`src/hw/scope_pkg.sv`:
```
//////////////////////////////
// shared definitions for the scope trigger path
// sample and payload types, register map and reset values
// referenced by scoped name from RTL and testbench
//////////////////////////////

package scope_pkg;

  //////////////////////////////
  // sample stream
  //////////////////////////////

  // sample width in bits
  localparam int unsigned smp_w = 16;

  typedef logic signed [smp_w-1:0] sample_t;

  // hold-off counter width
  localparam int unsigned hld_w = 32;

  // stage-one payload, sample plus comparison flags
  typedef struct packed {
    sample_t smp;
    logic    below_neg;
    logic    above_pos;
  } sub_t;

  // output payload, sample plus trigger flag
  typedef struct packed {
    sample_t smp;
    logic    trig;
  } tag_t;

  //////////////////////////////
  // wishbone register map
  //////////////////////////////

  // word address width
  localparam int unsigned wb_aw = 3;

  localparam logic [wb_aw-1:0] addr_ctl = wb_aw'(0);
  localparam logic [wb_aw-1:0] addr_neg = wb_aw'(1);
  localparam logic [wb_aw-1:0] addr_pos = wb_aw'(2);
  localparam logic [wb_aw-1:0] addr_hld = wb_aw'(3);
  localparam logic [wb_aw-1:0] addr_cnt = wb_aw'(4);

  // reset values of the register bank
  localparam logic             rst_edg = 1'b0;
  localparam sample_t          rst_neg = sample_t'(0);
  localparam sample_t          rst_pos = sample_t'(0);
  localparam logic [hld_w-1:0] rst_hld = '0;
  localparam logic [31:0]      rst_cnt = '0;

endpackage

```
`src/hw/stream_reg.sv`:
```
//////////////////////////////
// one-deep valid/ready pipeline register
// payload type set by payload_t, adds one cycle of latency
//////////////////////////////

module stream_reg #(
  type payload_t = logic
) (
  input  logic     sti,
  input  logic     ctl_rst,
  // upstream side
  input  payload_t in_data,
  input  logic     in_valid,
  output logic     in_ready,
  // downstream side
  output payload_t out_data,
  output logic     out_valid,
  input  logic     out_ready
);

  // accept when downstream takes the current word or register is empty
  assign in_ready = out_ready | ~out_valid;

  //////////////////////////////
  // control
  //////////////////////////////

  // valid follows the upstream valid whenever the slot is free
  always_ff @(posedge sti) begin
    if (ctl_rst) begin
      out_valid <= 1'b0;
    end else if (in_ready) begin
      out_valid <= in_valid;
    end
  end

  //////////////////////////////
  // payload
  //////////////////////////////

  // load only on an upstream transfer
  always_ff @(posedge sti) begin
    if (in_valid && in_ready) begin
      out_data <= in_data;
    end
  end

  // stalled word stays put until the downstream takes it
  a_hold_stable : assert property (
    @(posedge sti) disable iff (ctl_rst)
    (out_valid && !out_ready) |=> (out_valid && $stable(out_data))
  ) else $error("stream_reg: payload changed while stalled");

endmodule

```
`src/hw/scope_edge.sv`:
```
//////////////////////////////
// edge detector with level hysteresis and hold-off
// stage one compares, stage two tags the trigger sample
//////////////////////////////

module scope_edge (
  input  logic                                sti,
  input  logic                                ctl_rst,
  // configuration from the register bank
  input  logic                                cfg_edg,
  input  scope_pkg::sample_t                  cfg_neg,
  input  scope_pkg::sample_t                  cfg_pos,
  input  logic [scope_pkg::hld_w-1:0]         cfg_hld,
  // sample stream in
  input  scope_pkg::sample_t                  smp_data,
  input  logic                                smp_valid,
  output logic                                smp_ready,
  // tagged stream out
  output scope_pkg::sample_t                  acq_data,
  output logic                                acq_trg,
  output logic                                acq_valid,
  input  logic                                acq_ready,
  // one pulse per trigger load
  output logic                                trg_evt
);

  // differences one bit wider than the sample
  logic [scope_pkg::smp_w:0]   sub_neg;
  logic [scope_pkg::smp_w:0]   sub_pos;
  scope_pkg::sub_t             cmp_in;
  scope_pkg::sub_t             cmp_out;
  logic                        cmp_valid;
  logic                        cmp_ready;
  // level state and hold-off counter
  logic                        lvl_s;
  logic                        lvl_nxt;
  logic                        lvl_set;
  logic                        lvl_clr;
  logic [scope_pkg::hld_w-1:0] hld_cnt;
  logic                        trig;
  logic                        trg_xfer;
  scope_pkg::tag_t             tag_in;
  scope_pkg::tag_t             tag_out;

  //////////////////////////////
  // compare stage
  //////////////////////////////

  // sign-extend both operands, sign bit of the difference is the flag
  assign sub_neg = {smp_data[scope_pkg::smp_w-1], smp_data}
                 - {cfg_neg[scope_pkg::smp_w-1], cfg_neg};
  assign sub_pos = {cfg_pos[scope_pkg::smp_w-1], cfg_pos}
                 - {smp_data[scope_pkg::smp_w-1], smp_data};

  assign cmp_in.smp       = smp_data;
  assign cmp_in.below_neg = sub_neg[scope_pkg::smp_w];
  assign cmp_in.above_pos = sub_pos[scope_pkg::smp_w];

  stream_reg #(.payload_t(scope_pkg::sub_t)) u_cmp (
    .sti      (sti),
    .ctl_rst  (ctl_rst),
    .in_data  (cmp_in),
    .in_valid (smp_valid),
    .in_ready (smp_ready),
    .out_data (cmp_out),
    .out_valid(cmp_valid),
    .out_ready(cmp_ready)
  );

  //////////////////////////////
  // trigger stage
  //////////////////////////////

  // falling edge swaps the roles of the two flags
  assign lvl_set = cfg_edg ? cmp_out.below_neg : cmp_out.above_pos;
  assign lvl_clr = cfg_edg ? cmp_out.above_pos : cmp_out.below_neg;
  assign lvl_nxt = lvl_s ? ~lvl_clr : lvl_set;

  // rising level state with no hold-off pending
  assign trig     = ~lvl_s & lvl_nxt & (hld_cnt == '0);
  assign trg_xfer = cmp_valid & cmp_ready;

  // state moves only when stage two loads, so stalls are harmless
  always_ff @(posedge sti) begin
    if (ctl_rst) begin
      lvl_s   <= 1'b0;
      hld_cnt <= '0;
      trg_evt <= 1'b0;
    end else begin
      trg_evt <= trg_xfer & trig;
      if (trg_xfer) begin
        lvl_s <= lvl_nxt;
        if (trig) begin
          hld_cnt <= cfg_hld;
        end else if (hld_cnt != '0) begin
          hld_cnt <= hld_cnt - 1'b1;
        end
      end
    end
  end

  assign tag_in.smp  = cmp_out.smp;
  assign tag_in.trig = trig;

  stream_reg #(.payload_t(scope_pkg::tag_t)) u_trg (
    .sti      (sti),
    .ctl_rst  (ctl_rst),
    .in_data  (tag_in),
    .in_valid (cmp_valid),
    .in_ready (cmp_ready),
    .out_data (tag_out),
    .out_valid(acq_valid),
    .out_ready(acq_ready)
  );

  assign acq_data = tag_out.smp;
  assign acq_trg  = tag_out.trig;

  // every trigger pulse sits on its tagged sample and reopens the hold-off window
  a_trg_hold : assert property (
    @(posedge sti) disable iff (ctl_rst)
    trg_evt |-> (acq_valid && acq_trg && (hld_cnt == $past(cfg_hld)))
  ) else $error("scope_edge: trigger pulse without tagged sample or hold-off load");

endmodule

```
`src/hw/scope_regs.sv`:
```
//////////////////////////////
// wishbone classic register bank
// edge select, levels, hold-off and trigger counter
// single accesses, one-cycle ack after the request
//////////////////////////////

module scope_regs (
  input  logic                                sti,
  input  logic                                ctl_rst,
  // wishbone classic slave
  input  logic                                wb_cyc,
  input  logic                                wb_stb,
  input  logic                                wb_we,
  input  logic [scope_pkg::wb_aw-1:0]         wb_adr,
  input  logic [31:0]                         wb_dat_w,
  output logic [31:0]                         wb_dat_r,
  output logic                                wb_ack,
  // trigger pulse from the edge detector
  input  logic                                trg_evt,
  // configuration levels
  output logic                                cfg_edg,
  output scope_pkg::sample_t                  cfg_neg,
  output scope_pkg::sample_t                  cfg_pos,
  output logic [scope_pkg::hld_w-1:0]         cfg_hld
);

  logic        req;
  logic        wr;
  logic        cnt_clr;
  logic [31:0] trg_cnt;
  logic [31:0] rd_mux;

  // new request only while ack is low
  assign req     = wb_cyc & wb_stb & ~wb_ack;
  assign wr      = req & wb_we;
  assign cnt_clr = wr && (wb_adr == scope_pkg::addr_cnt);

  //////////////////////////////
  // bus handshake
  //////////////////////////////

  always_ff @(posedge sti) begin
    if (ctl_rst) begin
      wb_ack <= 1'b0;
    end else begin
      wb_ack <= req;
    end
  end

  //////////////////////////////
  // configuration registers
  //////////////////////////////

  // writes land on the same edge that raises ack
  always_ff @(posedge sti) begin
    if (ctl_rst) begin
      cfg_edg <= scope_pkg::rst_edg;
      cfg_neg <= scope_pkg::rst_neg;
      cfg_pos <= scope_pkg::rst_pos;
      cfg_hld <= scope_pkg::rst_hld;
    end else if (wr) begin
      case (wb_adr)
        scope_pkg::addr_ctl: cfg_edg <= wb_dat_w[0];
        scope_pkg::addr_neg: cfg_neg <= wb_dat_w[scope_pkg::smp_w-1:0];
        scope_pkg::addr_pos: cfg_pos <= wb_dat_w[scope_pkg::smp_w-1:0];
        scope_pkg::addr_hld: cfg_hld <= wb_dat_w[scope_pkg::hld_w-1:0];
        default: ;
      endcase
    end
  end

  // clear first, a trigger in the same cycle still counts
  always_ff @(posedge sti) begin
    if (ctl_rst) begin
      trg_cnt <= scope_pkg::rst_cnt;
    end else begin
      trg_cnt <= (cnt_clr ? 32'd0 : trg_cnt) + 32'(trg_evt);
    end
  end

  //////////////////////////////
  // read path
  //////////////////////////////

  // unmapped words read zero
  always_comb begin
    case (wb_adr)
      scope_pkg::addr_ctl: rd_mux = {31'd0, cfg_edg};
      scope_pkg::addr_neg: rd_mux = {16'd0, cfg_neg};
      scope_pkg::addr_pos: rd_mux = {16'd0, cfg_pos};
      scope_pkg::addr_hld: rd_mux = cfg_hld;
      scope_pkg::addr_cnt: rd_mux = trg_cnt;
      default:             rd_mux = 32'd0;
    endcase
  end

  // sampled with the request, valid while ack is high
  always_ff @(posedge sti) begin
    if (req) begin
      wb_dat_r <= rd_mux;
    end
  end

  // ack is a single-cycle pulse per access
  a_ack_pulse : assert property (
    @(posedge sti) disable iff (ctl_rst)
    wb_ack |=> !wb_ack
  ) else $error("scope_regs: ack held for two cycles");

endmodule

```
`src/hw/scope_trigger_top.sv`:
```
//////////////////////////////
// trigger path top level
// register bank drives the edge detector configuration
//////////////////////////////

module scope_trigger_top (
  input  logic                                sti,
  input  logic                                ctl_rst,
  // sample stream in
  input  scope_pkg::sample_t                  smp_data,
  input  logic                                smp_valid,
  output logic                                smp_ready,
  // tagged acquisition stream out
  output scope_pkg::sample_t                  acq_data,
  output logic                                acq_trg,
  output logic                                acq_valid,
  input  logic                                acq_ready,
  // wishbone classic slave
  input  logic                                wb_cyc,
  input  logic                                wb_stb,
  input  logic                                wb_we,
  input  logic [scope_pkg::wb_aw-1:0]         wb_adr,
  input  logic [31:0]                         wb_dat_w,
  output logic [31:0]                         wb_dat_r,
  output logic                                wb_ack
);

  // configuration and event wiring
  logic                        cfg_edg;
  scope_pkg::sample_t          cfg_neg;
  scope_pkg::sample_t          cfg_pos;
  logic [scope_pkg::hld_w-1:0] cfg_hld;
  logic                        trg_evt;

  //////////////////////////////
  // register bank
  //////////////////////////////

  scope_regs u_regs (
    .sti     (sti),
    .ctl_rst (ctl_rst),
    .wb_cyc  (wb_cyc),
    .wb_stb  (wb_stb),
    .wb_we   (wb_we),
    .wb_adr  (wb_adr),
    .wb_dat_w(wb_dat_w),
    .wb_dat_r(wb_dat_r),
    .wb_ack  (wb_ack),
    .trg_evt (trg_evt),
    .cfg_edg (cfg_edg),
    .cfg_neg (cfg_neg),
    .cfg_pos (cfg_pos),
    .cfg_hld (cfg_hld)
  );

  //////////////////////////////
  // edge detector
  //////////////////////////////

  scope_edge u_edge (
    .sti      (sti),
    .ctl_rst  (ctl_rst),
    .cfg_edg  (cfg_edg),
    .cfg_neg  (cfg_neg),
    .cfg_pos  (cfg_pos),
    .cfg_hld  (cfg_hld),
    .smp_data (smp_data),
    .smp_valid(smp_valid),
    .smp_ready(smp_ready),
    .acq_data (acq_data),
    .acq_trg  (acq_trg),
    .acq_valid(acq_valid),
    .acq_ready(acq_ready),
    .trg_evt  (trg_evt)
  );

endmodule

```
`config.mk`:
```
export PLATFORM = sky130hd
export DESIGN_NAME = scope_trigger_top
export DESIGN_NICKNAME = d
export VERILOG_FILES = /design/src/hw/scope_pkg.sv /design/src/hw/stream_reg.sv /design/src/hw/scope_edge.sv /design/src/hw/scope_regs.sv /design/src/hw/scope_trigger_top.sv
export SDC_FILE = /design/constraint.sdc
export NUM_CORES = 1
export LEC_CHECK = 0
export BUFFER_PORTS_ARGS = -buffer_cell sky130_fd_sc_hd__buf_4
export CAP_MARGIN = 40
export CORE_UTILIZATION = 53
export CTS_CLUSTER_SIZE = 16
export DETAILED_ROUTE_END_ITERATION = 10
export GPL_ROUTABILITY_DRIVEN = 0
export GPL_TIMING_DRIVEN = 0
export PLACE_DENSITY_LB_ADDON = 0.25
export RECOVER_POWER = 25
export SYNTH_ARGS = -nofsm -noshare
export SYNTH_HDL_FRONTEND = slang
export SYNTH_SLANG_ARGS = --single-unit
```
`constraint.sdc`:
```
create_clock -name sti -period 3.7 [get_ports sti]
set_clock_uncertainty 0.15 [all_clocks]
set_input_delay 0.37 -clock sti [delete_from_list [all_inputs] [get_ports sti]]
set_output_delay 0.37 -clock sti [all_outputs]
set_load 0.05 [all_outputs]
```
# --- Word level (Yosys, flattened, before mapping) ---
# Index checks and enable logic that the tools add are counted.
op_classes:
  bitwise_logic: 14
  reduce_logical: 12
  eq_ne: 4
  n_mux: 7
  add_sub_neg: 4
ops:
  columns: ["operator", "n"]
  rows:
  - ["$pmux W32 S5", 1]
  - ["$mux W32", 3]
  - ["$sub A16 B16 Y17", 2]
  - ["$add A32 B1 Y32", 1]
  - ["$logic_not A32 Y1", 1]
  - ["$reduce_bool A32 Y1", 1]
  - ["$sub A32 B1 Y32 const B", 1]
  - ["$reduce_and A2 Y1", 5]
  - ["$and A1 B1 Y1", 7]
  - ["$eq A3 B2 Y1 const B", 2]
  - ["$not A1 Y1", 5]
  - ["$eq A3 B1 Y1 const B", 1]
  - ["$eq A3 B3 Y1 const B", 1]
  - ["$logic_and A1 B1 Y1", 3]
  - ["$logic_not A3 Y1", 1]
  - ["$mux W1", 3]
  - ["$or A1 B1 Y1", 2]
  - ["$reduce_bool A2 Y1", 1]
word_totals:
  ff_bits: 201
  output_inout_bits: 52
  elab_cells: 58

# --- Longest topological paths before layout ---
logic_depth:
  word_depth: 7
  mapped_depth: 13

# --- By module ---
# From an unflattened synthesis, not the netlist that was laid out.
unflattened:
  hier_cells: 1003
  hier_area_um2: 9460.3
by_module_without_submodules:
  columns: ["mod", "area_per_inst_um2", "cells_each", "n_inst"]
  rows:
  - ["scope_regs", 5496.5, 586, 1]
  - ["scope_edge", 2802.7, 372, 1]
  - ["stream_reg at u_edge.u_cmp", 595.6, 23, 1]
  - ["stream_reg at u_edge.u_trg", 565.5, 22, 1]

# --- Least setup slack after synthesis ---
# OpenSTA, ideal clock, no wires.
synth_path:
  path_kind: "reg-to-reg"
  startpoint: "register u_regs.wb_ack"
  endpoint: "register u_regs.cfg_pos[10]"
  arrival_time_ns: 3.421
  required_time_ns: 3.480
  stages_incl_launch_ff: 7
  slack_ns: 0.058
  synth_period_minus_slack_ns: 3.642
  path_cell_list: "dfxtp_1 nor2_1 nand2_1 nor4_1 clkbuf_1 nand2_1 a21oi_1"
synth_via:
  elab_chain_len: 4
synth_lines:
  columns: ["item", "line", "source"]
  rows:
  - ["start: declaration", "scope_regs.sv:17", "output logic wb_ack,"]
  - ["start signal: assignment", "scope_regs.sv:46", "wb_ack <= req;"]
  - ["$not A1 Y1", "scope_regs.sv:34", "assign req = wb_cyc & wb_stb & ~wb_ack;"]
  - ["$and A1 B1 Y1", "scope_regs.sv:34", null]
  - ["named net u_regs.req", "scope_regs.sv:27", "logic req;"]
  - ["$and A1 B1 Y1", "scope_regs.sv:35", "assign wr = req & wb_we;"]
  - ["$reduce_and A2 Y1 (no source line)", null, null]
  - ["end signal: assignment", "scope_regs.sv:59", "cfg_pos <= scope_pkg::rst_pos;"]
  - ["end signal: assignment", "scope_regs.sv:65", "scope_pkg::addr_pos: cfg_pos <= wb_dat_w[scope_pkg::smp_w-1:0];"]
  - ["end: declaration", "scope_regs.sv:23", "output scope_pkg::sample_t cfg_pos,"]
# The timed path passes the listed nets, and every way through them passes these cells.
# A chain may end at the register's enable or synchronous reset.

# --- Worst setup path in the final report ---
layout_path:
  startpoint: "register u_regs.wb_ack"
  endpoint: "register u_regs.trg_cnt[22]"
layout_via:
  elab_chain_len: 6
layout_lines:
  columns: ["item", "line", "source"]
  rows:
  - ["$not A1 Y1", "scope_regs.sv:34", null]
  - ["$and A1 B1 Y1", "scope_regs.sv:34", null]
  - ["$and A1 B1 Y1", "scope_regs.sv:35", null]
  - ["$logic_and A1 B1 Y1", "scope_regs.sv:36", "assign cnt_clr = wr && (wb_adr == scope_pkg::addr_cnt);"]
  - ["$mux W32", "scope_regs.sv:77", "trg_cnt <= (cnt_clr ? 32'd0 : trg_cnt) + 32'(trg_evt);"]
  - ["$add A32 B1 Y32", "scope_regs.sv:77", null]
  - ["end signal: assignment", "scope_regs.sv:75", "trg_cnt <= scope_pkg::rst_cnt;"]
  - ["end signal: assignment", "scope_regs.sv:77", null]
  - ["end: declaration", "scope_regs.sv:30", "logic [31:0] trg_cnt;"]
# Every way passes these cells.

==> flow_results.org <==
** Timing
- Hold Vio Cnt, Final :: 0
- Timing would allow up to 286 MHz.
- Setup violations remaining at the end of the flow were counted as 0.
- Hold Slack :: 0.00336 ns
- The final max-slew violation count came to 0.
- For the finished layout, the period the worst path requires is 3.49 ns.
- Final worst setup slack :: 0.207 ns
- Part of the cycle the worst path needs :: 0.944
- Actual transition at the worst max-transition pin :: 1.20 ns
- Setup repair after global routing missed its margin :: false
- Slew margin rel. :: 0.202

** CTS
- TritonCTS Buffers :: 21
- Count of H-tree levels built during CTS :: 1
- Worst-path clk slew :: 0.07 ns
- In this run the post-CTS setup repair buffer count came out at 0.
- The clock passes through at most 3 buffers.
- The clock net in this run drives a total of 201 sinks.
- CTS Root Buffer Type :: sky130_fd_sc_hd__clkbuf_16
- Number of hold buffers added after CTS :: 46
- At the later pin of the worst-skew pair, clock insertion delay measures 0.51 ns.
- The number of gates resized after CTS was 0.
- CTS tree :: yes

** Finish
- Commonest non-fill, non-tap cell in the layout :: sky130_fd_sc_hd__nand2_1
- After the last flow step, the layout net total stands at 1317.
- Layout cells sized above 1 :: 0.107
- From synthesis to final layout, the design area changed by 23.5%.
- Commonest cells after routing, fill and taps aside :: sky130_fd_sc_hd__nand2_1 (202), sky130_fd_sc_hd__dfxtp_1 (134), sky130_fd_sc_hd__a21oi_1 (104)
- Once layout is complete, the utilization of the core stands at 0.672.

** Synthesis
- The share of the Yosys chip area taken by registers is 0.499.
- Async set or reset register ratio after synthesis :: 0
- Dominant synthesized flop cell :: sky130_fd_sc_hd__dfxtp_1
- Syn Inst Count :: 1043
- After synthesis the netlist holds a flip-flop and latch count of 201.
- Number of warning messages in the yosys log :: 0
- Synthesized-area fraction occupied by and/or/nand/nor cells :: 0.209
- The synthesized design spends more area on one cell type than any other, namely sky130_fd_sc_hd__dfxtp_1.
- Share of Yosys cell area claimed by the top area cell type :: 0.285
- Post-synthesis instance area :: 0.00941 mm²
- After synthesis, the largest family of logic cells by area is simple AND/OR/NAND/NOR gates.
- Of the total synthesized cell area, the portion taken by full adders, half adders and majority gates is 0.0439.
- Share of synthesized area spent on multiplexers :: 0.00891
- Number of library cell types mapped by synthesis :: 72
- Of the total synthesized cell area, the portion taken by XOR and XNOR cells is 0.0242.
- Average footprint of a synthesized cell :: 9.02 µm²
- Complex-gate fraction of the synthesized area :: 0.170
- Post-synth EDFFs :: 67
- When the netlist entered floorplanning its net count stood at 1134.
- Ranked by total cell area, the synthesized netlist is headed by sky130_fd_sc_hd__dfxtp_1 (29%), sky130_fd_sc_hd__edfxtp_1 (21%), sky130_fd_sc_hd__nand2_1 (8.1%), sky130_fd_sc_hd__a21oi_1 (5.5%), sky130_fd_sc_hd__ha_1 (4.4%).

** Global route
- The first global-routing pass estimated 41900 µm of wire.
- Largest net degree at the start of global routing :: 34
- For this run, the total global-route usage over all layers was measured as 0.297.
- The via count of the first global-routing pass came to 7980.
- Aggregate global routing overflow :: 0
- Antenna violations before repair :: 1

** Placed design
- After legalization and detailed placement, the total HPWL measured 19200 µm.
- Port buffering added 108 buffers.
- Setup Slack @ Placement :: -0.156 ns

** Die
- The floorplan has 48 rows.
- Chip height :: 135 µm
- During I/O placement, the number of pins put on the boundary was 110.
- Effective utilization at floorplan :: 0.544
- The total area inside the core boundary comes to 0.0173 mm².
- From left edge to right edge, the die measures 135 µm.
- Die Area :: 0.0183 mm²

** Setup path
- Total buffers and inverters traversed by the critical path :: 3
- Top cell family by delay on the critical path :: simple AND/OR/NAND/NOR gates
- Crit-path max cell delay :: 0.47 ns
- The setup check on the worst reg-to-reg path leaves a slack of 0.21 ns.
- Largest fanout on the critical path :: 9
- STA classifies the critical path startpoint as a flip-flop.
- Among all stages on the critical path, the largest delay is contributed by sky130_fd_sc_hd__nor4_1.
- Worst EP required :: 3.92 ns
- Critical path start-end classification :: reg -> reg
- The worst setup path is captured at a flip-flop.
- The most numerous cell type found on the critical path is sky130_fd_sc_hd__ha_1.
- Walking the worst path, the cells encountered are and4b_1 > nand2_1 > and2_1 > ha_1 > ha_1 > inv_1 > nor4_1 > buf_2 > and4_1 > clkbuf_1 > and3_1 > xnor2_1 > nor2_1.
- Arrival time worst endpoint :: 3.71 ns

** Pwr
- IR analysis of the VDD net gives a maximum drop of 0.532 mV.
- Overall power consumption after layout is estimated at 7.90 mW.
- Total power density per cell area :: 679 mW/mm²
- Leakage :: 4.15 nW

** Routing
- Dividing the detail-routed via count by the number of cells gives 5.95.
- Vias :: 8733
- Antenna Violating Nets Remaining :: 0
- Detailed Route Iter0 Violations :: 931
- Post-detailed-route DRC marker count :: 0
- First drt pass iteration count :: 6
- WL per Instance :: 18.8 µm
- The routed design has 27500 µm of wire.

** Outcome
- The flow ran to the end, and the final reports show no timing, DRC or antenna violations.

** Min path
- The worst hold path belongs to the class in -> reg.

** Flow run
- Number of violations of the max-capacitance limit :: 0
==> cells by family (layout without fill, tap and decap cells) <==
kind of cell               after synthesis  after routing
DFF                                    201            201
muxes                                    7              7
and+or+nand+nor                        413            413
xor gates and xnor gates                26             26
AOI/OAI and AO/OA                      257            257
adders and majority gates               33             33
other                                    0              1
buffers and inverters                  106            304
==> flip-flops by register name, summed over array words and instances (netlist names) <==
| signal | count |
|---|---|
| u_regs.wb_ack | 1 |
| u_regs.cfg_hld | 32 |
| u_regs.wb_dat_r | 32 |
| u_edge.lvl_s | 1 |
| u_edge.u_trg.out_data | 17 |
| u_edge.u_trg.out_valid | 1 |
| u_regs.trg_cnt | 32 |
| u_edge.trg_evt | 1 |
| u_edge.hld_cnt | 32 |
| u_regs.cfg_pos | 16 |
| u_edge.u_cmp.out_valid | 1 |
| u_regs.cfg_neg | 16 |
| u_regs.cfg_edg | 1 |
| u_edge.u_cmp.out_data | 18 |
==> metrics by stage <==
stage	cells	setup TNS [ns]	instance area, µm²
floorplan	1043	0	9410
global placement	1376	-50.92	10500
detailed placement	1382	-0.606	10600
CTS	1466	0	11800
global route	1466	0	11600
finish	1467	0	11600
==> cell type report <==
cell class,instances,area (µm²)
antenna,1,2.50
buffer,54,230
clock buffer,24,557
clock inverter,14,201
fill,1395,5670
inverter,52,195
multi-input combinational,736,4300
sequential,201,4690
tap,225,282
timing repair buffer,160,1160
==> final timing paths <==
path | startpoint | end | cells after the start
max | u_regs.wb_ack | u_regs.trg_cnt[22] | 13
min | wb_dat_w[5] | u_regs.cfg_pos[5] | 3
min reg2reg | u_edge.u_cmp.out_data[12] | u_edge.u_trg.out_data[11] | 0
max reg2reg | u_regs.wb_ack | u_regs.trg_cnt[22] | 13
==> synth_stat cells (3+ instances only) <==
master	instances
sky130_fd_sc_hd__a22oi_1	15
sky130_fd_sc_hd__xnor2_1	10
sky130_fd_sc_hd__nand3_1	18
sky130_fd_sc_hd__or4_1	4
sky130_fd_sc_hd__and2_1	8
sky130_fd_sc_hd__a22o_1	16
sky130_fd_sc_hd__nor3b_1	4
sky130_fd_sc_hd__edfxtp_1	67
sky130_fd_sc_hd__o32ai_1	7
sky130_fd_sc_hd__o21ai_0	62
sky130_fd_sc_hd__a21oi_2	3
sky130_fd_sc_hd__and4_1	3
sky130_fd_sc_hd__or2_2	3
sky130_fd_sc_hd__o31ai_1	3
sky130_fd_sc_hd__buf_6	3
sky130_fd_sc_hd__nor2_1	61
sky130_fd_sc_hd__buf_2	4
sky130_fd_sc_hd__mux2i_1	5
sky130_fd_sc_hd__a21o_1	5
sky130_fd_sc_hd__o32ai_2	4
sky130_fd_sc_hd__ha_1	33
sky130_fd_sc_hd__nor4b_1	3
sky130_fd_sc_hd__dfxtp_1	134
sky130_fd_sc_hd__a211oi_1	5
sky130_fd_sc_hd__a21oi_1	104
sky130_fd_sc_hd__clkbuf_1	45
sky130_fd_sc_hd__or3_1	9
sky130_fd_sc_hd__a31oi_1	4
sky130_fd_sc_hd__and3_1	9
sky130_fd_sc_hd__nand4_1	15
sky130_fd_sc_hd__nor2b_1	11
sky130_fd_sc_hd__nor3_1	23
sky130_fd_sc_hd__nand2_1	202
sky130_fd_sc_hd__o22ai_1	5
sky130_fd_sc_hd__nand2b_1	8
sky130_fd_sc_hd__xor2_1	16
sky130_fd_sc_hd__nor4_1	17
sky130_fd_sc_hd__inv_1	51
==> routing by layer <==
layer  wire, µm  GRT usage  share of wire  up-vias
li1           -          -              -     4074
met1      11600      0.408           0.42     4125
met2      12600      0.475           0.46      444
met3       2530     0.0479          0.092       88
met4        850      0.100          0.031        2
met5         15          0        0.00054        -
==> power breakdown <==
group / switching, mW / internal, mW / leakage [nW]
Combinational: 1.89 / 1.08 / 2.06
Sequential: 0.152 / 2.46 / 1.72
Clock: 0.891 / 1.43 / 0.370
==> worst min-delay path, delay by kind of cell <==
family | cells | cell delay [ns]
AOI/OAI and AO/OA | 1 | 0.05
buffers and inverters | 1 | 0.14
and+or+nand+nor | 1 | 0.05
(Power assumes the default switching activity.)
